## config.mk

```make
export PLATFORM = sky130hd
export DESIGN_NAME = mxu_result_collect
export DESIGN_NICKNAME = d
export VERILOG_FILES = /design/src/logic/mxu_cfg_pkg.sv /design/src/logic/mxu_result_collect.sv
export SDC_FILE = /design/constraint.sdc
export NUM_CORES = 1
export LEC_CHECK = 0
export ABC_AREA = 1
export BUFFER_PORTS_ARGS = -buffer_cell sky130_fd_sc_hd__clkbuf_2
export CAP_MARGIN = 20
export CORE_UTILIZATION = 45
export DETAILED_ROUTE_END_ITERATION = 6
export PLACE_DENSITY = 0.71
export SETUP_SLACK_MARGIN = 0.2
export SYNTH_ARGS = -nofsm -noshare
export SYNTH_HDL_FRONTEND = slang
export SYNTH_SLANG_ARGS = --single-unit
```

## constraint.sdc

```tcl
create_clock -name clk -period 7.1 [get_ports clk]
set_clock_uncertainty 0.1 [all_clocks]
set_input_delay 1.065 -clock clk [delete_from_list [all_inputs] [get_ports clk]]
set_output_delay 1.065 -clock clk [all_outputs]
set_load 0.01 [all_outputs]
```

## src/logic/mxu_cfg_pkg.sv

```systemverilog
`default_nettype none

package mxu_cfg_pkg;

    //////////////////////////////////////////////////
    // Array geometry
    //////////////////////////////////////////////////

    // Side of the PE grid and of both operand matrices
    localparam int ARRAY_DIM  = 4;
    localparam int ELEM_W     = 32;
    localparam int ELEM_COUNT = ARRAY_DIM * ARRAY_DIM;

    //////////////////////////////////////////////////
    // Datapath types
    //////////////////////////////////////////////////

    // Matrix element and partial sum, wraps modulo 2^32
    typedef logic signed [ELEM_W-1:0] elem_t;

    // Row-major element index, row*ARRAY_DIM + col
    typedef logic [$clog2(ELEM_COUNT)-1:0] elem_idx_t;
    typedef logic [$clog2(ARRAY_DIM)-1:0] dim_idx_t;

endpackage

`default_nettype wire

```

## src/logic/mxu_result_collect.sv

```systemverilog
`timescale 1ns/1ps
`default_nettype none

module mxu_result_collect (
    input  wire logic                   clk,
    input  wire logic                   rst_n,
    input  wire logic                   clear,
    input  wire mxu_cfg_pkg::elem_t     col_sum [mxu_cfg_pkg::ARRAY_DIM],
    input  wire logic [mxu_cfg_pkg::ARRAY_DIM-1:0] col_sum_valid,
    input  wire mxu_cfg_pkg::elem_idx_t rd_idx,
    output mxu_cfg_pkg::elem_t          rd_data,
    output logic                        full
);

    localparam int N = mxu_cfg_pkg::ARRAY_DIM;

    mxu_cfg_pkg::elem_t res_buf [mxu_cfg_pkg::ELEM_COUNT];

    // Next row to fill in each column, bit 2 set once the column is complete
    logic [2:0]   row_ptr [N];
    logic [N-1:0] take;
    logic [N-1:0] col_full;

    for (genvar c = 0; c < N; c++) begin : g_col
        assign col_full[c] = row_ptr[c][2];
        assign take[c]     = col_sum_valid[c] && !col_full[c];
    end

    always_ff @(posedge clk or negedge rst_n) begin
        if (!rst_n) begin
            for (int c = 0; c < N; c++) begin
                row_ptr[c] <= '0;
            end
        end else begin
            for (int c = 0; c < N; c++) begin
                if (clear) begin
                    row_ptr[c] <= '0;
                end else if (take[c]) begin
                    row_ptr[c] <= row_ptr[c] + 3'd1;
                end
            end
        end
    end

    always_ff @(posedge clk) begin
        for (int c = 0; c < N; c++) begin
            if (take[c]) begin
                res_buf[{row_ptr[c][1:0], mxu_cfg_pkg::dim_idx_t'(c)}] <= col_sum[c];
            end
        end
    end

    assign full    = &col_full;
    assign rd_data = res_buf[rd_idx];

endmodule

`default_nettype wire

```

# Word-level counts from Yosys, hierarchy flattened
# Memory sizes are Yosys's and may differ from the RTL's.
# Index checks and enable logic that the tools add are counted.
# op_classes
n_lt_le_gt_ge	0
n_shift	0
bitwise	0
n_reduce_logical	13
mul	0
div	0
mux	16
eq_ne	0
n_addsub	4
# ops
cell	n
$mux W3	8
$add A3 B1 Y3 const B	4
$mux W1	8
$reduce_bool A2 Y1	4
$logic_and A1 B1 Y1	4
$logic_not A1 Y1	4
$reduce_and A4 Y1	1
# totals
mem_count	1
inputBits	139
latch_bits	0
wordCells	38
romBits	0
regBits	12
out_inout_bits	33
ramBits	512
# mem_list
memory	words	word_bits	read_ports	rd_ports_with_merged_regs	wr	line	text
res_buf	16	32	1	0	4	mxu_result_collect.sv:17	mxu_cfg_pkg::elem_t res_buf [mxu_cfg_pkg::ELEM_COUNT];

# Longest topological paths before layout
# depth
ltp_word	4
mapped_depth	10
ltp_nobuf	7

# Least setup slack after synthesis
# Ideal clock, no wire load.
# synth_path
path_kind	input to register
startpoint	input col_sum_valid[0] (netlist bit)
endpoint	memory res_buf[12][0] (netlist bit), enable pin
setup_ps	423
required_time_ps	6577
arrival_ps	2606
slack_ps	3972
stages	2
n_path_buf	0
cell_sequence	nand2_1 > nor2_1
# synth_rtl
item	line	text
from (decl)	mxu_result_collect.sv:9	input wire logic [mxu_cfg_pkg::ARRAY_DIM-1:0] col_sum_valid,
to (decl)	mxu_result_collect.sv:17	

# Worst setup path in the final report
# layout_path
startpoint	input rd_idx[1]
endpoint	output rd_data[14]
# layout_via
elab_chain_cells	1
# layout_lines
item	line	text
from (decl)	mxu_result_collect.sv:10	input wire mxu_cfg_pkg::elem_idx_t rd_idx,
$mem_v2 Z16 W32	--	
to (decl)	mxu_result_collect.sv:11	output mxu_cfg_pkg::elem_t rd_data,
# Every way passes these cells.

==> results.md <==
* Post-synthesis net count at 2319
* Gpl congestion at 0.838
* Antenna violations before repair at 15
* Worst setup path category: in -> out
* Core Footprint at 50100 um^2
* Final ANT Viol Nets at 0
* WL/cell at 18.8 um
* Root buf cell: clkbuf_16
* Crit. End Element: output port
* Layout Cells excl Fill at 3030
* DP HPWL at 33.3 mm
* Slew @ Worst Pin at 0.950 ns
* Adder-cell share of the synthesized area at 0.00878
* Die height at 227 um
* Status: finished with violations
* Vias in the first global route at 14900
* Vias at 15400
* Crit-path max FO at 74
* Cell count after synthesis at 2164
* CTS tree: yes
* Final hold viol count at 0
* Largest net degree at the start of global routing at 161
* Final-stage net count at 2466
* Class of the worst hold path: in -> async
* Post-Syn Area per Cell at 10.5 um^2
* Type of origin of the critical path: input port
* TNS Setup at 0 ns
* Max-cap violations at 0
* Number of synthesized register bits at 524
* Clock Sinks at 524
* Leak pwr at 11.4 nW
* Layout area overhead at 13.6%
* First-pass iteration count of the detailed router at 7
* Placed Cells at 2926
* Design area at 25900 um^2
* Final Max Tran Viols at 0
* Hold-fix buffers at CTS at 0
* Minimum clock period at 4.70 ns
* Peak VDD IR at 169 uV
* RSZ-0062 raised after global routing: no
* Synthesized cell area at 22800 um^2
* Full die area at 51600 um^2
* Initial Util at 0.455
* Final WL at 57.0 mm
* Yosys warns at 0
* Required @ worst endpoint at 5.93 ns
* Top post-synthesis cells by area: edfxtp_1 (67%), nand2_1 (11%), nand3_1 (8.4%), inv_1 (6.8%), buf_6 (1.3%)
* Pwr Density at 268 nW/um^2
* Max frequency at 213 MHz
* Post-cts sizing count at 0
* Post-Synth XOR/XNOR Area at 0
* Seq/Total Area, Yosys at 0.687
* Critical Path AT at 3.53 ns
* Synth Area in Compound Gates at 0.00307
* GRT overflow at 0
* Row count at 82
* Port Buffers at 171
* Die X at 227 um
* DRC Markers at 1
* Clock slew at reported path FFs at 0.06 ns
* Post-CTS setup buffer count at 0
* Final Cycle Share at 0.661
* Synth unique cells at 19
* Largest family of logic cells by synthesized area: simple AND/OR/NAND/NOR gates
* Via density at 5.10
* Area taken by multi-input logic gates at 4960 um^2
* Tot Pwr at 6.93 mW
* First-pass GRT wire length at 84.3 mm
* Rel. slew slack at 0.367
* GRT Total Usage at 0.223
* Failing checks: DRC
* IO Pins at 172
* Insertion delay to the later sink of the worst-skew pair at 0.60 ns
* Filler cell count at 4352
* Share of cells above drive strength 1 at 0.123
* Clock Tree Buf Depth at 3
* Starting DRT DRC Count at 1457
* Final Setup Violations at 0
* Total CTS buffers at 54
* Htree depth at 2
* Sequential Area at 15700 um^2
* Yosys top cell area share at 0.674
* Synth area leader: edfxtp_1
* Cell Area, Placed at 24100 um^2
* Mux cell area share after synthesis at 0
* Synth Area in Simple Gates at 0.200
==> worst max-delay path: stages <==
cell and delay [ns]:
buf_4 0.33, inv_4 0.70, buf_4 0.66, nand3_1 0.19
nand3_1 0.12, nand3_1 0.08, nand2_1 0.13, clkbuf_2 0.15
==> synth_stat cells, drive strengths merged <==
library cell  instances
a211oi                4
a21oi                 4
buf                  98
clkbuf                8
dfrtp                12
edfxtp              512
ha                   16
inv                 417
nand2               676
nand3               384
nor2                 28
nor4                  1
o21ai                 4
==> routing by layer <==
| layer | global-route usage | wire length, um |
|---|---|---|
| met1 | 0.292 | 23300 |
| met2 | 0.355 | 26200 |
| met3 | 0.0537 | 5540 |
| met4 | 0.0946 | 1770 |
| met5 | 0 | 143 |
==> path summary, 6_finish.rpt <==
check,to,cells after the start,startpoint,slack (ns)
setup / recovery,rd_data[14],8,rd_idx[1],2.40
hold / removal,row_ptr[4],1,rst_n,0.25
setup reg to reg,res_buf[1][18],4,col_full[1],4.62
hold reg to reg,col_full[0],2,col_full[0],0.40
max in group asynchronous,row_ptr[7],1,rst_n,6.40
min in group clk,col_full[0],2,col_full[0],0.40
==> flip-flops by register name, summed over array words and instances, names as in the netlist <==
register  cells
res_buf     512
row_ptr       8
col_full      4
==> kinds of logic after synthesis <==
| group | Yosys count |
|---|---|
| adders and majority gates | 16 |
| buffers and inverters | 523 |
| AOI/OAI and AO/OA | 12 |
| DFF | 524 |
| and+or+nand+nor | 1089 |
==> layout make-up <==
cell class / count / area share
Sequential cell: 524 / 0.605
Multi-Input combinational cell: 1117 / 0.192
Inverter: 417 / 0.0607
Clock buffer: 63 / 0.0535
Timing Repair Buffer: 197 / 0.0422
Tap cell: 672 / 0.0325
Clock inverter: 33 / 0.0136
Antenna cell: 7 / 0.000676
==> where the power goes <==
| part | internal [mW] | switching (mW) |
|---|---|---|
| combinational | 0.159 | 0.412 |
| sequential | 3.55 | 0.0312 |
| clock | 1.64 | 1.14 |
==> metrics by stage <==
step / util / hold slack, ns / setup WS (ns)
after global routing: 0.517 / 0.267 / 2.22
after detailed placement: 0.482 / 0.390 / 2.47
final: 0.517 / 0.253 / 2.40
after CTS: 0.516 / 0.238 / 2.46
after floorplan: - / 0.366 / 3.97
after global placement: 0.482 / 0.380 / 2.51
==> placed cells by master, fill, tap and decap left out <==
cell type | Yosys | final
nand2_1 | 676 | 676
edfxtp_1 | 512 | 512
inv_1 | 415 | 414
nand3_1 | 384 | 384
clkbuf_2 | 0 | 169
clkbuf_16 | 0 | 54
buf_4 | 14 | 25
nor2_4 | 0 | 16
ha_1 | 16 | 16
clkinv_1 | 0 | 13
nor2_1 | 28 | 12
dfrtp_1 | 12 | 12
clkbuf_1 | 8 | 9
diode_2 | 0 | 7
bufinv_16 | 0 | 7
clkinv_2 | 0 | 7
inv_6 | 0 | 4
a211oi_1 | 4 | 4
o21ai_0 | 4 | 4
a21oi_1 | 4 | 4
clkinvlp_4 | 0 | 2
inv_4 | 1 | 1
inv_2 | 1 | 1
nor4_1 | 1 | 1
clkinv_8 | 0 | 1
buf_6 | 27 | 1
buf_16 | 0 | 1
buf_12 | 1 | 1
Power figures use the tool's default switching activity.
