`config.mk`:
```
export PLATFORM = sky130hd
export DESIGN_NAME = mxu_feeder
export DESIGN_NICKNAME = d
export VERILOG_FILES = /design/src/logic/mxu_cfg_pkg.sv /design/src/logic/mxu_feeder.sv
export SDC_FILE = /design/constraint.sdc
export NUM_CORES = 1
export LEC_CHECK = 0
export BUFFER_PORTS_ARGS = -buffer_cell sky130_fd_sc_hd__buf_2
export CAP_MARGIN = 20
export CORE_MARGIN = 2
export CORE_UTILIZATION = 31
export DETAILED_ROUTE_END_ITERATION = 16
export GPL_TIMING_DRIVEN = 0
export SETUP_SLACK_MARGIN = 0.1
export SKIP_CTS_REPAIR_TIMING = 1
export SLEW_MARGIN = 5
export SYNTH_ARGS = -nofsm -noshare
export SYNTH_HDL_FRONTEND = slang
export SYNTH_SLANG_ARGS = --single-unit
```
`constraint.sdc`:
```
create_clock -name clk -period 2.4 [get_ports clk]
set_input_delay 0.24 -clock clk [delete_from_list [all_inputs] [get_ports clk]]
set_output_delay 0.24 -clock clk [all_outputs]
set_load 0.02 [all_outputs]
```
`src/logic/mxu_cfg_pkg.sv`:
```
`default_nettype none

package mxu_cfg_pkg;

    //////////////////////////////////////////////////
    // Array geometry
    //////////////////////////////////////////////////

    // Side of the PE grid and of both operand matrices
    localparam int ARRAY_DIM  = 4;
    localparam int ELEM_W     = 32;
    localparam int ELEM_COUNT = ARRAY_DIM * ARRAY_DIM;

    //////////////////////////////////////////////////
    // Datapath types
    //////////////////////////////////////////////////

    // Matrix element and partial sum, wraps modulo 2^32
    typedef logic signed [ELEM_W-1:0] elem_t;

    // Row-major element index, row*ARRAY_DIM + col
    typedef logic [$clog2(ELEM_COUNT)-1:0] elem_idx_t;
    typedef logic [$clog2(ARRAY_DIM)-1:0] dim_idx_t;

endpackage

`default_nettype wire

```
`src/logic/mxu_feeder.sv`:
```
`timescale 1ns/1ps
`default_nettype none

module mxu_feeder (
    input  wire logic                   clk,
    input  wire logic                   rst_n,
    input  wire logic                   load_we,
    input  wire logic                   load_sel_x,
    input  wire mxu_cfg_pkg::elem_idx_t load_idx,
    input  wire mxu_cfg_pkg::elem_t     load_data,
    input  wire logic                   run_start,
    output logic                        run_done,
    output mxu_cfg_pkg::elem_t          col_weight [mxu_cfg_pkg::ARRAY_DIM],
    output logic                        weight_shift,
    output mxu_cfg_pkg::elem_t          row_x [mxu_cfg_pkg::ARRAY_DIM],
    output logic [mxu_cfg_pkg::ARRAY_DIM-1:0] row_x_valid
);

    localparam int N = mxu_cfg_pkg::ARRAY_DIM;

    mxu_cfg_pkg::elem_t w_buf [mxu_cfg_pkg::ELEM_COUNT];
    mxu_cfg_pkg::elem_t x_buf [mxu_cfg_pkg::ELEM_COUNT];

    logic       active;
    logic [3:0] phase;

    always_ff @(posedge clk) begin
        if (load_we && load_sel_x) begin
            x_buf[load_idx] <= load_data;
        end
        if (load_we && !load_sel_x) begin
            w_buf[load_idx] <= load_data;
        end
    end

    // Fixed schedule of 3*N+2 cycles
    always_ff @(posedge clk or negedge rst_n) begin
        if (!rst_n) begin
            active   <= 1'b0;
            phase    <= '0;
            run_done <= 1'b0;
        end else begin
            run_done <= 1'b0;
            if (run_start) begin
                active <= 1'b1;
                phase  <= '0;
            end else if (active) begin
                if (phase == 4'(3 * N + 1)) begin
                    active   <= 1'b0;
                    run_done <= 1'b1;
                end
                phase <= phase + 4'd1;
            end
        end
    end

    //////////////////////////////////////////////////
    // Operand schedule
    //////////////////////////////////////////////////

    // Weights go in bottom row first, X row r meets array row k at 4+r+k
    always_comb begin
        int r;
        weight_shift = active && (phase < 4'(N));
        for (int k = 0; k < N; k++) begin
            col_weight[k]  = weight_shift ? w_buf[(N - 1 - int'(phase)) * N + k] : '0;
            r              = int'(phase) - N - k;
            row_x_valid[k] = active && (r >= 0) && (r < N);
            row_x[k]       = row_x_valid[k] ? x_buf[r * N + k] : '0;
        end
    end

endmodule

`default_nettype wire

```
# Word-level counts from Yosys, hierarchy flattened
# Memories as Yosys holds them, arrays and structs flattened.
# Index checks and enable logic that the tools add are counted.
[op_classes]
mul = 0
eq_ne = 1
shift = 0
div = 0
magnitude_cmp = 9
n_reduce_logical = 13
n_mux = 20
n_addsub = 12
bitwise_logic = 0
[op_table]
columns = ["cell", "n"]
rows = [
  ["32-bit two-way mux", 8],
  ["6-bit by 1-bit greater-or-equal comparator with 1-bit output (second input constant)", 3],
  ["6-bit by 4-bit < comparator with 1-bit output (second input constant)", 3],
  ["4-bit by 3-bit adder with 4-bit output (second input constant)", 4],
  ["5-bit by 3-bit subtractor with 6-bit output (second input constant)", 2],
  ["1-bit logical AND", 11],
  ["1-bit two-way mux", 10],
  ["4-bit by 2-bit adder with 4-bit output (second input constant)", 2],
  ["4-bit two-way mux", 2],
  ["5-bit by 2-bit subtractor with 6-bit output (second input constant)", 1],
  ["5-bit by 1-bit greater-or-equal comparator with 1-bit output (second input constant)", 1],
  ["5-bit by 4-bit < comparator with 1-bit output (second input constant)", 1],
  ["4-bit by 3-bit subtractor with 5-bit output (second input constant)", 1],
  ["4-bit by 1-bit adder with 4-bit output (second input constant)", 1],
  ["4-bit == test (second input constant)", 1],
  ["4-bit by 3-bit < comparator with 1-bit output (second input constant)", 1],
  ["2-bit nonzero test", 1],
  ["2-bit subtractor (first input constant)", 1],
  ["1-bit logical NOT", 1],
]
[word_totals]
in_bits = 41
memories = 2
reg_bits = 6
wordCells = 60
ramBits = 1024
latchBits = 0
mem_bits_ro = 0
out_inout_bits = 262
[memory_table]
columns = ["name", "words", "word_bits", "read_ports", "rd_clocked_by_memory_dff", "wr", "line_no", "rtl"]
rows = [
  ["w_buf", 16, 32, 4, 0, 1, "mxu_feeder.sv:21", "mxu_cfg_pkg::elem_t w_buf [mxu_cfg_pkg::ELEM_COUNT];"],
  ["x_buf", 16, 32, 4, 0, 1, "mxu_feeder.sv:22", "mxu_cfg_pkg::elem_t x_buf [mxu_cfg_pkg::ELEM_COUNT];"],
]

# Logic depth before layout (Yosys ltp)
[depth]
ltp_word = 6
mapped_depth = 10

# Least setup slack after synthesis
# No wires, ideal clock.
[synth_path]
kind = "input to register"
from = "input port load_idx[2]"
to = "memory x_buf[12][0] in the netlist's numbering, enable pin"
setup_slack_ns = -0.976
t_arrival_ns = 2.915
path_stages = 3
n_path_buf = 1
path_cell_list = "clkbuf_1 > nand4_1 > nor3_1"
[synth_lines]
columns = ["item", "line_no", "rtl"]
rows = [
  ["start, declared", "mxu_feeder.sv:9", "input wire mxu_cfg_pkg::elem_idx_t load_idx,"],
  ["end, declared", "mxu_feeder.sv:22", ""],
]
# No word-level cell before the write port.

==> impl_table.tex <==
\begin{tabular}{lr}
\hline
Metric & Value \\
\hline
\multicolumn{2}{l}{\textbf{Synthesis}} \\
\quad Post-Synthesis Cells & approximately 1700 \\
\quad Share of async-settable or async-resettable flops after synthesis & 0.005825 \\
\quad Part of the Yosys area used for sequential elements & 0.7825 \\
\quad Count of flip-flops with a built-in enable after synthesis & 1024 \\
\quad Synthesized area per cell & 22.73 sq um \\
\quad Most instantiated flip-flop cell in the synthesis netlist & edfxtp\_1 \\
\quad Post-synthesis instance area & 39490 sq um \\
\quad Yosys cell types & 34 \\
\quad Syn\_nets & between 1500 and 2000 \\
\quad Warnings from Yosys & 0 \\
\quad Register bit count reported by yosys & 1030 \\
\multicolumn{2}{l}{\textbf{Timing}} \\
\quad Clock skew after layout & 3.441 ps \\
\quad RSZ-0062 raised after global routing & true \\
\quad Worst Max-Slew Pin Slew & 1133 ps \\
\quad Max-Slew Margin vs Limit & 0.2450 \\
\quad Fin crit share & 1.431 \\
\quad Worst hold slack & 163.0 ps \\
\quad Clock period minus final worst setup slack & 3433 ps \\
\quad Setup TNS Final & -152300 ps \\
\quad Final hold vios & 0 \\
\quad Highest clock rate & 291.3 MHz \\
\quad Worst-case setup margin in the final layout & -1033 ps \\
\quad Setup violation total in the final timing report & around 260 \\
\quad Final Max Slew Viols & 0 \\
\multicolumn{2}{l}{\textbf{Setup path}} \\
\quad Worst setup path start & phase[1] \\
\quad Worst flop-to-flop path endpoint & phase[1] \\
\quad Ordered list of cells on the worst path & buf\_6 > buf\_12 > buf\_12 > inv\_8 > ha\_4 > fa\_1 > nand4b\_1 > a221o\_4 > clkbuf\_16 > nor2b\_4 > buf\_6 \\
\quad CP Data Required Time & 2160 ps \\
\quad Critical path endpoint & row\_x[34] \\
\quad Kind of critical path & reg2out \\
\quad Setup slack, reg-to-reg & $\sim$420 ps \\
\quad Crit-path max FO & 8 \\
\quad Sort of element at the start of the critical path & flop \\
\quad Slowest cell on the critical path & fa\_1 \\
\quad Peak per-stage delay on the critical path & 480 ps \\
\quad Startpoint of the worst-slack reg-to-reg timing path & phase[0] \\
\quad Sort of element at the end of the critical path & primary output \\
\quad Crit path DAT & 3190 ps \\
\quad Worst reg2reg path depth & 9 \\
\multicolumn{2}{l}{\textbf{Floorplanning}} \\
\quad Floorplan Core Area & 126100 sq um \\
\quad Die Outline Area & 130300 sq um \\
\quad Overall die width & 360.9 um \\
\quad Height of the chip & 360.9 um \\
\quad I/O Pins & 303 \\
\quad Standard-cell rows & 130 \\
\quad Starting density of the core & 0.3133 \\
\multicolumn{2}{l}{\textbf{Drt}} \\
\quad Post-DR wirelength/cell & 27.03 um \\
\quad Met3 wire len & roughly 8.5 mm \\
\quad Post-Route WL & roughly 110 mm \\
\quad Total number of vias & 19466 \\
\quad Number of design-rule violations left by the first detailed-router iteration & 2197 \\
\quad Post-route antenna net violation count & 0 \\
\quad Number of vias per cell after detailed routing & 4.921 \\
\quad Wire length on met2 & slightly above 50 mm \\
\quad Uppermost signal routing layer after detailed routing & met5 \\
\quad Number of detailed-routing iterations run before antenna repair & 5 \\
\quad DR DRC count & 0 \\
\quad Metal-1 WL & 44.56 mm \\
\multicolumn{2}{l}{\textbf{GRT}} \\
\quad Wire length of the first global-routing pass & 148.5 mm \\
\quad Vias in the first global route & 19727 \\
\quad Overall track demand over capacity in global routing & 0.1614 \\
\quad Maximum number of pins on one net before global-route repair & 33 \\
\quad Grt ovf & 0 \\
\quad Number of antenna violations at the first check in global routing & 14 \\
\multicolumn{2}{l}{\textbf{Pwr}} \\
\quad Maximum vdd ir drop & 0.0006226 V \\
\quad Power per unit of standard cell area & 806.8 nW/um\^{}2 \\
\quad Leakage power total & between 15 and 20 nW \\
\quad Total power & 39.42 mW \\
\multicolumn{2}{l}{\textbf{Place}} \\
\quad Half-perimeter wire length after detailed placement & 70.32 mm \\
\quad Final GP Congestion & 0.7436 \\
\quad Number of buffer cells added on primary ports & 302 \\
\quad Area after DPL & 44650 sq um \\
\quad Number of placed cells counting well taps & 3729 \\
\multicolumn{2}{l}{\textbf{Cells and area}} \\
\quad Number of inserted filler cells in the final layout & 11163 \\
\quad Leading cell type in the layout, fill and taps excluded & edfxtp\_1 \\
\quad Proportion of layout cells with a drive suffix above 1 & 0.4195 \\
\quad Fin nets & about 2300 \\
\quad Top library cells by usage in the layout, fill and taps aside & 1024 x edfxtp\_1, 271 x buf\_2, 256 x mux4\_2 \\
\quad Area growth, synth to finish & 23.71\% \\
\quad Cell Count, Final, Fillers Out & 3956 \\
\quad Final design area excluding fillers & 48850 sq um \\
\multicolumn{2}{l}{\textbf{Clock network}} \\
\quad \# H-tree levels & 3 \\
\quad CTS Buf Count & 100 \\
\quad CTS root buffer & clkbuf\_16 \\
\quad Clock tree from TritonCTS & built \\
\quad Total clock sinks & 1030 \\
\quad Clock latency on the worst-skew pair & 660 ps \\
\quad Maximum count of clock buffers along a single path & 3 \\
\quad Clk pin slew, worst setup/hold paths & around 60 ps \\
\multicolumn{2}{l}{\textbf{Outcome}} \\
\quad Violations in the final reports & negative setup slack \\
\quad Result of the run & complete, but fails checks \\
\multicolumn{2}{l}{\textbf{Min path}} \\
\quad Hold Crit Class & in2reg \\
\multicolumn{2}{l}{\textbf{Job}} \\
\quad Max-Cap Viols & 0 \\
\hline
\end{tabular}
-- cells in the mapped netlist (4+ instances only) --
| cell type | number | area share |
|---|---|---|
| nor2b_1 | 66 | 0.010 |
| edfxtp_1 | 1024 | 0.78 |
| and2_1 | 162 | 0.026 |
| nand2_1 | 10 | 0.00095 |
| clkbuf_1 | 44 | 0.0042 |
| mux4_2 | 256 | 0.15 |
| buf_2 | 15 | 0.0019 |
| nor2_1 | 31 | 0.0029 |
| inv_1 | 7 | 0.00067 |
| dfrtp_1 | 6 | 0.0038 |
| buf_6 | 24 | 0.0068 |
| buf_4 | 7 | 0.0013 |
| nand2b_1 | 5 | 0.00079 |
| and3_1 | 32 | 0.0051 |
| nor3_1 | 8 | 0.0010 |
| nand4b_1 | 4 | 0.00089 |
| ha_1 | 10 | 0.0032 |
-- metal layers --
| metal | vias to the layer above | track usage |
|---|---|---|
| li1 | 8139 | - |
| met1 | 10389 | 0.2232 |
| met2 | 806 | 0.2595 |
| met3 | 126 | 0.03606 |
| met4 | 6 | 0.03881 |
| met5 | - | 0 |
-- through the flow --
step | worst slack, ps | util
global route | -1134 | 0.3873
global placement | -1873 | 0.3456
floorplan | -210.1 | -
finish | -1033 | 0.3875
CTS | -1818 | 0.3803
detailed placement | -1064 | 0.3542
-- how the worst min path moves through the flow --
stage / from / cells after the start / endpoint
final: load_data[31] / 1 / x_buf[10][31]
after global routing: load_data[31] / 1 / x_buf[14][31]
after global placement: rst_n / 1 / run_done
after floorplan: rst_n / 0 / active
after detailed placement: rst_n / 1 / run_done
after CTS: rst_n / 1 / active
-- state kept, by name, indices dropped and copies added (netlist names) --
name,flops
active,1
phase,4
run_done,1
w_buf,512
x_buf,512
-- critical path, delay by kind of cell, from the launching register on --
kind	cells	cell delay, ps
AO/OA/AOI/OAI	1	470
adder cells (fa/ha/maj)	2	630
buffers and inverters	6	750
flip-flops	1	370
AND/OR/NAND/NOR	2	280
-- final cells by class --
cell class / instances / area [sq um] / area share
diodes: 15 / 37.54 / 0.0007684
clock buffers: 123 / 2661 / 0.05448
flip-flops and latches: 1030 / 30900 / 0.6326
repair buffers: 371 / 2883 / 0.05901
clock inverters: 60 / 626.9 / 0.01283
inverters: 7 / 37.54 / 0.0007684
multi-input cells: 608 / 8706 / 0.1782
well taps: 1650 / 2064 / 0.04226
plain buffers: 92 / 933.4 / 0.01911
-- power breakdown --
| part | internal (mW) | switching (mW) | total, mW |
|---|---|---|---|
| registers | 20.0 | 0.0505 | 20.1 |
| logic | 1.45 | 2.16 | 3.60 |
| clock network | 9.17 | 6.59 | 15.8 |
-- kinds of logic after synthesis --
group	synth area share
compound gates	0.001996
xor+xnor	0.0008874
flops	0.7825
buf+inv	0.01511
fa+ha+maj	0.003676
simple gates	0.04927
mux	0.1465
(Power assumes the default switching activity.)
