==> src/logic/mxu_cfg_pkg.sv <==
`default_nettype none

package mxu_cfg_pkg;

    //////////////////////////////////////////////////
    // Array geometry
    //////////////////////////////////////////////////

    // Side of the PE grid and of both operand matrices
    localparam int ARRAY_DIM  = 4;
    localparam int ELEM_W     = 32;
    localparam int ELEM_COUNT = ARRAY_DIM * ARRAY_DIM;

    //////////////////////////////////////////////////
    // Datapath types
    //////////////////////////////////////////////////

    // Matrix element and partial sum, wraps modulo 2^32
    typedef logic signed [ELEM_W-1:0] elem_t;

    // Row-major element index, row*ARRAY_DIM + col
    typedef logic [$clog2(ELEM_COUNT)-1:0] elem_idx_t;
    typedef logic [$clog2(ARRAY_DIM)-1:0] dim_idx_t;

endpackage

`default_nettype wire

==> src/logic/mxu_mem_pkg.sv <==
`default_nettype none

package mxu_mem_pkg;

    // Word address into the shared memory
    localparam int ADDR_W = 13;

    // Cycles from request to the beat where read data is sampled
    localparam int MEM_LATENCY = 3;

    typedef logic [ADDR_W-1:0] addr_t;
    typedef logic [1:0] lat_cnt_t;

    // Run sequencer states
    typedef enum logic [3:0] {
        IDLE,
        LOAD_W_REQ,
        LOAD_W_WAIT,
        LOAD_X_REQ,
        LOAD_X_WAIT,
        RUN,
        DRAIN,
        STORE_REQ,
        STORE_WAIT,
        DONE
    } ctrl_state_t;

endpackage

`default_nettype wire

==> src/logic/mxu_ctrl.sv <==
`timescale 1ns/1ps
`default_nettype none

module mxu_ctrl (
    input  wire logic                   clk,
    input  wire logic                   rst_n,
    input  wire logic                   start,
    input  wire mxu_mem_pkg::addr_t     base_addr_w,
    input  wire mxu_mem_pkg::addr_t     base_addr_x,
    input  wire mxu_mem_pkg::addr_t     base_addr_out,
    input  wire mxu_cfg_pkg::elem_t     mem_resp_data,
    input  wire logic                   run_done,
    input  wire logic                   full,
    input  wire mxu_cfg_pkg::elem_t     rd_data,
    output logic                        done,
    output mxu_mem_pkg::addr_t          mem_req_addr,
    output mxu_cfg_pkg::elem_t          mem_req_data,
    output logic                        mem_read_en,
    output logic                        mem_write_en,
    output logic                        load_we,
    output logic                        load_sel_x,
    output mxu_cfg_pkg::elem_idx_t      load_idx,
    output mxu_cfg_pkg::elem_t          load_data,
    output logic                        run_start,
    output logic                        clear,
    output mxu_cfg_pkg::elem_idx_t      rd_idx
);

    mxu_mem_pkg::ctrl_state_t state;
    mxu_mem_pkg::addr_t       base_w_q, base_x_q, base_out_q;
    mxu_mem_pkg::lat_cnt_t    lat;
    mxu_cfg_pkg::elem_idx_t   idx;
    logic                     beat_end;
    logic                     last_elem;

    assign beat_end  = (lat == mxu_mem_pkg::lat_cnt_t'(mxu_mem_pkg::MEM_LATENCY - 1));
    assign last_elem = (idx == mxu_cfg_pkg::elem_idx_t'(mxu_cfg_pkg::ELEM_COUNT - 1));
    assign rd_idx    = idx;

    //////////////////////////////////////////////////
    // Sequencer
    //////////////////////////////////////////////////

    always_ff @(posedge clk or negedge rst_n) begin
        if (!rst_n) begin
            state        <= mxu_mem_pkg::IDLE;
            idx          <= '0;
            lat          <= '0;
            done         <= 1'b0;
            mem_read_en  <= 1'b0;
            mem_write_en <= 1'b0;
            load_we      <= 1'b0;
            run_start    <= 1'b0;
            clear        <= 1'b0;
        end else begin
            done         <= 1'b0;
            mem_read_en  <= 1'b0;
            mem_write_en <= 1'b0;
            load_we      <= 1'b0;
            run_start    <= 1'b0;
            clear        <= 1'b0;
            lat          <= beat_end ? lat : lat + 2'd1;
            case (state)
                mxu_mem_pkg::IDLE: begin
                    if (start) begin
                        clear <= 1'b1;
                        idx   <= '0;
                        state <= mxu_mem_pkg::LOAD_W_REQ;
                    end
                end
                mxu_mem_pkg::LOAD_W_REQ, mxu_mem_pkg::LOAD_X_REQ: begin
                    mem_read_en <= 1'b1;
                    lat         <= '0;
                    state       <= (state == mxu_mem_pkg::LOAD_W_REQ) ?
                                   mxu_mem_pkg::LOAD_W_WAIT : mxu_mem_pkg::LOAD_X_WAIT;
                end
                mxu_mem_pkg::LOAD_W_WAIT, mxu_mem_pkg::LOAD_X_WAIT: begin
                    if (beat_end) begin
                        load_we <= 1'b1;
                        idx     <= idx + 1'b1;
                        if (!last_elem) begin
                            state <= (state == mxu_mem_pkg::LOAD_W_WAIT) ?
                                     mxu_mem_pkg::LOAD_W_REQ : mxu_mem_pkg::LOAD_X_REQ;
                        end else if (state == mxu_mem_pkg::LOAD_W_WAIT) begin
                            state <= mxu_mem_pkg::LOAD_X_REQ;
                        end else begin
                            run_start <= 1'b1;
                            state     <= mxu_mem_pkg::RUN;
                        end
                    end
                end
                mxu_mem_pkg::RUN: begin
                    if (run_done) state <= mxu_mem_pkg::DRAIN;
                end
                // Last sums are still in the bottom rows when the feeder ends
                mxu_mem_pkg::DRAIN: begin
                    if (full) state <= mxu_mem_pkg::STORE_REQ;
                end
                mxu_mem_pkg::STORE_REQ: begin
                    mem_write_en <= 1'b1;
                    lat          <= '0;
                    state        <= mxu_mem_pkg::STORE_WAIT;
                end
                mxu_mem_pkg::STORE_WAIT: begin
                    if (beat_end) begin
                        idx   <= idx + 1'b1;
                        state <= last_elem ? mxu_mem_pkg::DONE : mxu_mem_pkg::STORE_REQ;
                    end
                end
                mxu_mem_pkg::DONE: begin
                    done  <= 1'b1;
                    state <= mxu_mem_pkg::IDLE;
                end
                default: state <= mxu_mem_pkg::IDLE;
            endcase
        end
    end

    // Addresses and data, qualified by the strobes above
    always_ff @(posedge clk) begin
        if (state == mxu_mem_pkg::IDLE && start) begin
            base_w_q   <= base_addr_w;
            base_x_q   <= base_addr_x;
            base_out_q <= base_addr_out;
        end
        case (state)
            mxu_mem_pkg::LOAD_W_REQ: mem_req_addr <= base_w_q + mxu_mem_pkg::addr_t'(idx);
            mxu_mem_pkg::LOAD_X_REQ: mem_req_addr <= base_x_q + mxu_mem_pkg::addr_t'(idx);
            mxu_mem_pkg::STORE_REQ: begin
                mem_req_addr <= base_out_q + mxu_mem_pkg::addr_t'(idx);
                mem_req_data <= rd_data;
            end
            default: ;
        endcase
        load_sel_x <= (state == mxu_mem_pkg::LOAD_X_WAIT);
        load_idx   <= idx;
        load_data  <= mem_resp_data;
    end

endmodule

`default_nettype wire

==> config.mk <==
export PLATFORM = sky130hd
export DESIGN_NAME = mxu_ctrl
export DESIGN_NICKNAME = d
export VERILOG_FILES = /design/src/logic/mxu_cfg_pkg.sv /design/src/logic/mxu_mem_pkg.sv /design/src/logic/mxu_ctrl.sv
export SDC_FILE = /design/constraint.sdc
export NUM_CORES = 1
export LEC_CHECK = 0
export BUFFER_PORTS_ARGS = -buffer_cell sky130_fd_sc_hd__buf_2
export CAP_MARGIN = 20
export CORE_MARGIN = 2
export CORE_UTILIZATION = 52
export CTS_CLUSTER_SIZE = 28
export DETAILED_ROUTE_END_ITERATION = 10
export PLACE_DENSITY = 0.85
export SKIP_CTS_REPAIR_TIMING = 1
export SLEW_MARGIN = 0
export SYNTH_ARGS = -nofsm -noshare
export SYNTH_HDL_FRONTEND = slang
export SYNTH_SLANG_ARGS = --single-unit
export TNS_END_PERCENT = 50
==> constraint.sdc <==
create_clock -name clk -period 6.1 [get_ports clk]
set_input_delay 0.61 -clock clk [delete_from_list [all_inputs] [get_ports clk]]
set_output_delay 0.61 -clock clk [all_outputs]
set_load 0.05 [all_outputs]
# Word-level counts from Yosys, hierarchy flattened
# Cells that the tools add are included.
[classes] eq_ne=18 n_reduce_logical=10 muxes=28 addsub=5
[op_table] cell="13-bit by 4-bit adder with 13-bit output" n=3
[op_table] cell="13-bit one-hot mux with 3 select lines" n=1
[op_table] cell="4-bit 2-to-1 mux" n=8
[op_table] cell="4-bit one-hot mux with 7 select lines" n=1
[op_table] cell="4-bit by 3-bit equality test with 1-bit output (second input constant)" n=4
[op_table] cell="4-bit equality test (second input constant)" n=3
[op_table] cell="2-bit != test (second input constant)" n=6
[op_table] cell="1-bit 2-to-1 mux" n=11
[op_table] cell="3-bit 2-to-1 mux" n=3
[op_table] cell="4-bit by 2-bit equality test with 1-bit output (second input constant)" n=2
[op_table] cell="4-bit one-hot mux with 2 select lines" n=1
[op_table] cell="2-bit 2-to-1 mux" n=3
[op_table] cell="3-bit OR reduction" n=2
[op_table] cell="5-bit AND reduction" n=1
[op_table] cell="4-bit by 1-bit adder with 4-bit output (second input constant)" n=1
[op_table] cell="4-bit by 1-bit equality test with 1-bit output (second input constant)" n=1
[op_table] cell="4-bit zero test" n=1
[op_table] cell="2-bit OR reduction" n=2
[op_table] cell="3-bit AND reduction" n=1
[op_table] cell="3-bit nonzero test" n=1
[op_table] cell="2-bit by 1-bit adder with 2-bit output (second input constant)" n=1
[op_table] cell="2-bit equality test (second input constant)" n=1
[op_table] cell="2-bit by 1-bit != test with 1-bit output (second input constant)" n=1
[op_table] cell="2-bit nonzero test" n=1
[op_table] cell="1-bit logical AND" n=1
[totals] wordCells=78 register_bits=137 input_bits=108

# Depth between registers and ports, before layout
[depth] ltp_word=5 mapped_depth=13

# Worst setup path before layout
# Ideal clock, no wire load.
[synth_timing] path_kind="flip-flop to flip-flop" start="register state[3]" end="register mem_req_data[0] (enable)" setup_ns=0.465 stages_incl_launch_ff=4 synth_period_minus_slack_ns=3.501 t_required_ns=5.635 arrival_time_ns=3.036 setup_slack_ns=2.599 cell_sequence="dfrtp_1 buf_4 nand2b_1 nor3_1"
[synth_between] elab_chain_cells=1
[synth_rtl] element="from (decl)" line="mxu_ctrl.sv:29" rtl="mxu_mem_pkg::ctrl_state_t state;"
[synth_rtl] element="from (signal assigned)" line="mxu_ctrl.sv:46" rtl="state <= mxu_mem_pkg::IDLE;"
[synth_rtl] element="from (signal assigned)" line="mxu_ctrl.sv:68" rtl="state <= mxu_mem_pkg::LOAD_W_REQ;"
[synth_rtl] element="from (signal assigned)" line="mxu_ctrl.sv:74" rtl="state <= (state == mxu_mem_pkg::LOAD_W_REQ) ?"
[synth_rtl] element="4-bit by 3-bit equality test with 1-bit output" line="mxu_ctrl.sv:126" rtl="case (state)"
[synth_rtl] element="to (signal assigned)" line="mxu_ctrl.sv:131" rtl="mem_req_data <= rd_data;"
[synth_rtl] element="to (decl)" line="mxu_ctrl.sv:17" rtl="output mxu_cfg_pkg::elem_t mem_req_data,"
# No other way between the ends.
# A chain may end at the register's enable or synchronous reset.

# Worst setup path in the final report
[layout_timing] start="register state[3]" end="register mem_req_addr[8] (data pin)"
[layout_between] elab_chain_cells=2 word_cells_on_any_way=4
[layout_rtl] element="4-bit by 3-bit equality test with 1-bit output, or another cell as far along" line="mxu_ctrl.sv:126"
[layout_rtl] element="13-bit one-hot mux with 3 select lines (*)" line="mxu_ctrl.sv:126"
[layout_rtl] element="to (signal assigned)" line="mxu_ctrl.sv:127" rtl="mxu_mem_pkg::LOAD_W_REQ: mem_req_addr <= base_w_q + mxu_mem_pkg::addr_t'(idx);"
[layout_rtl] element="to (signal assigned)" line="mxu_ctrl.sv:128" rtl="mxu_mem_pkg::LOAD_X_REQ: mem_req_addr <= base_x_q + mxu_mem_pkg::addr_t'(idx);"
[layout_rtl] element="to (signal assigned)" line="mxu_ctrl.sv:130" rtl="mem_req_addr <= base_out_q + mxu_mem_pkg::addr_t'(idx);"
[layout_rtl] element="to (decl)" line="mxu_ctrl.sv:16" rtl="output mxu_mem_pkg::addr_t mem_req_addr,"
# Mark *: on every way between the ends. The rest lies on a longest branch, timed or not.

==> results.py <==
metrics = {
    "synth": {
        "synthTopCellsByArea": "edfxtp_1 (51%), dfxtp_1 (15%), dfrtp_1 (8.0%), mux2i_1 (3.0%), a21oi_1 (2.0%)",
        "ys.warnings.count": 0,
        "async_flop_share": 0.1168,
        "ys_seq_area_frac": 0.7340,
        "syn_nets": 439,
        "netlist_area_mm2": 0.004991,
        "synth_top_area_cell": "edfxtp_1",
        "synthCells": 323,
        "ys.flop_type": "edfxtp_1",
        "avgSynthCellArea_um2": 15.45,
        "synth_edf_count": 84,
        "synth_top_area_frac": 0.5054,
        "synth-seq-cells": 137,
        "post_synth_num_cell_types": 58,
    },
    "timing": {
        "setup_viol": 0,
        "period_share": 0.5616,
        "period_needed_ns": 3.426,
        "rsz0062_at_grt": "false",
        "tightest_slew_ns": 0.6231,
        "slew_violations": 0,
        "finalHoldViolations": 0,
        "relSlewSlack": 0.5846,
        "setup_tns_ns": 0,
        "fmax_mhz": 291.9,
        "fin_worst_skew_ns": 0.006831,
        "hold_slack_ns": 0.004730,
    },
    "clock_network": {
        "cts-root-buf": "clkbuf_8",
        "cts_max_path_buffers": 2,
        "numCtsBuffers": 17,
        "cts_max_level": 4,
        "cts_tree": "built",
        "clkLatencyLatePin_ns": 0.51,
        "cts.sinks": 137,
        "clkTransAtPathRegs_ns": 0.06,
    },
    "global_route": {
        "grt_usage": 0.1921,
        "grt_pass1_vias": 3092,
        "antenna_found_initial": 0,
        "grt_remaining_overflow": 0,
        "grt_pass1_wl_um": 14880,
        "grt_max_degree": 38,
    },
    "route": {
        "firstDrtPassIters": 4,
        "routedWlPerCell_um": 15.13,
        "num_vias": 3261,
        "vias_per_cell": 4.838,
        "drtIter0Drc": 98,
        "postRouteAntennaNets": 0,
        "drt_wl_total_um": 10200,
        "drcViolationCount": 0,
    },
    "power_and_ir_drop": {
        "p_sw_frac": 0.3907,
        "sequentialPowerShare": 0.380,
        "p_switching_mw": 1.355,
        "p_clk_frac": 0.273,
        "combPwrFrac": 0.347,
        "p_int_mw": 2.113,
        "p_leak_nw": 2.885,
        "power-per-cell-area_mw_per_mm2": 522.8,
        "ir_drop_v": 0.0002182,
    },
    "setup_path": {
        "cp.required_ns": 6.35,
        "arrival_ns": 3.68,
        "startpoint_type": "register",
        "cp_max_fo": 27,
        "critPathKind": "reg -> reg",
        "end_kind": "register",
    },
    "die": {
        "start_util": 0.5376,
        "die_h_um": 102.0,
        "pin_count": 200,
        "die_w_um": 102.0,
        "core_mm2": 0.009284,
        "row_count": 35,
        "dieArea_mm2": 0.01040,
    },
    "place": {
        "gp_congestion": 0.8420,
        "dp_hpwl_um": 7539,
        "io_buffers": 199,
    },
    "final_layout": {
        "fillerInstances": 655,
        "drive_gt1_frac": 0.4679,
        "nets": 648,
        "num_antenna_cells": 0,
        "area_delta_synth_final_pct": 32.89,
    },
    "job": {
        "drv_cap": 0,
    },
    "worst_hold_path": {
        "hold_path.class": "in -> async",
    },
    "run_status": {
        "outcome": "complete, no violations",
    },
}
registers in the layout (all words and copies together), names as in the netlist, 4 cells and up:
name / count
state: 4
load_data: 32
load_idx: 4
mem_req_addr: 13
rd_idx: 4
mem_req_data: 32
base_w_q: 13
base_x_q: 13
base_out_q: 13
layer usage:
layer,track usage,share of wire
met4,0.08308,0.013
met1,0.2150,0.37
met3,0.04788,0.074
met5,0,0
met2,0.3477,0.55
metrics by stage:
stage	setup slack (ns)	instances	util	power (mW)	instance area [µm²]
2_1_floorplan	2.599	323	-	2.298	4991
3_3_place_gp	2.931	642	0.6549	2.497	6080
3_5_place_dp	2.777	642	0.6549	2.536	6080
4_1_cts	2.700	674	0.7144	3.494	6633
5_1_grt	2.459	674	0.7144	3.628	6633
6_report	2.674	674	0.7144	3.467	6633
Yosys cell counts (2+ instances only):
| master | count |
|---|---|
| nand2b_1 | 4 |
| mux2i_1 | 15 |
| o21ai_0 | 11 |
| a21oi_1 | 20 |
| and3_1 | 2 |
| xor2_1 | 3 |
| nand2_1 | 15 |
| buf_2 | 2 |
| nand3_1 | 5 |
| clkbuf_1 | 2 |
| buf_6 | 5 |
| o21ai_1 | 3 |
| dfrtp_1 | 16 |
| inv_1 | 10 |
| nor2_1 | 23 |
| ha_1 | 7 |
| a21o_1 | 2 |
| dfxtp_1 | 37 |
| buf_4 | 4 |
| xnor2_1 | 9 |
| nand4_1 | 3 |
| nor3_2 | 3 |
| nor3_1 | 3 |
| edfxtp_1 | 84 |
| nor2b_1 | 2 |
cells in the final DEF (no fill, tap or decap), drive strengths merged, types with 2 or more instances in the layout:
cell type and instances:
nand3b 2, nand4b 2, nor3 6, nand3 7, nand2b 4, xnor2 9, edfxtp 84, nor4b 2
nor2b 3, inv 21, a211oi 2, nand4 3, o21ai 15, o21bai 2, a21o 2, ha 7
a21oi 21, buf 203, and3 2, clkbuf 18, xor2 3, nor2 25, nand2 15, dfxtp 37
mux2i 16, dfrtp 16
logic make-up after synthesis:
kind of cell,after synthesis,synth area share
DFF,137,0.7340
and+or+nand+nor,74,0.08598
AOI/OAI and AO/OA,52,0.07320
buffers and inverters,23,0.02833
muxes,17,0.03585
xor gates and xnor gates,12,0.02106
adders and majority gates,8,0.02156
power groups by stage:
stage	logic [mW]	registers [mW]	clock network, mW
2_1_floorplan	0.606	1.69	0
3_3_place_gp	1.17	1.33	0
3_5_place_dp	1.20	1.34	0
4_1_cts	1.21	1.32	0.966
5_1_grt	1.29	1.34	1.00
6_report	1.20	1.32	0.947
worst max-delay path, cell delays in order (launching register included):
cell      delay (ns)
dfrtp_1         0.61
nand3b_2        0.65
o21ai_0         0.45
inv_1           0.12
fa_1            0.45
nand2b_1        0.18
a21oi_2         0.22
nand3_4         0.14
nor3_2          0.23
xnor2_1         0.10
cell type report:
class	instances	area, µm²	share of cell area
Clock buffer	18	417.9	0.06301
Clock inverter	14	135.1	0.02037
Inverter	10	37.54	0.005659
Multi-Input combinational cell	163	1191	0.1796
Sequential cell	137	3664	0.5523
Tap cell	129	161.4	0.02434
Timing Repair Buffer	203	1026	0.1547
path summary, 6_finish.rpt:
| path | from | to | slack [ns] | cells after the start |
|---|---|---|---|---|
| max | state[3] | mem_req_addr[8] | 2.67 | 9 |
| min | rst_n | rd_idx[3] | 0.005 | 1 |
| max reg2reg | state[3] | mem_req_addr[8] | 2.67 | 9 |
| min reg2reg | rd_idx[1] | load_idx[1] | 0.52 | 0 |
| max in group asynchronous | rst_n | state[1] | 5.82 | 1 |
| min in group clk | mem_resp_data[6] | load_data[6] | 0.19 | 1 |
Note: power is estimated with default switching activity, not from simulation.
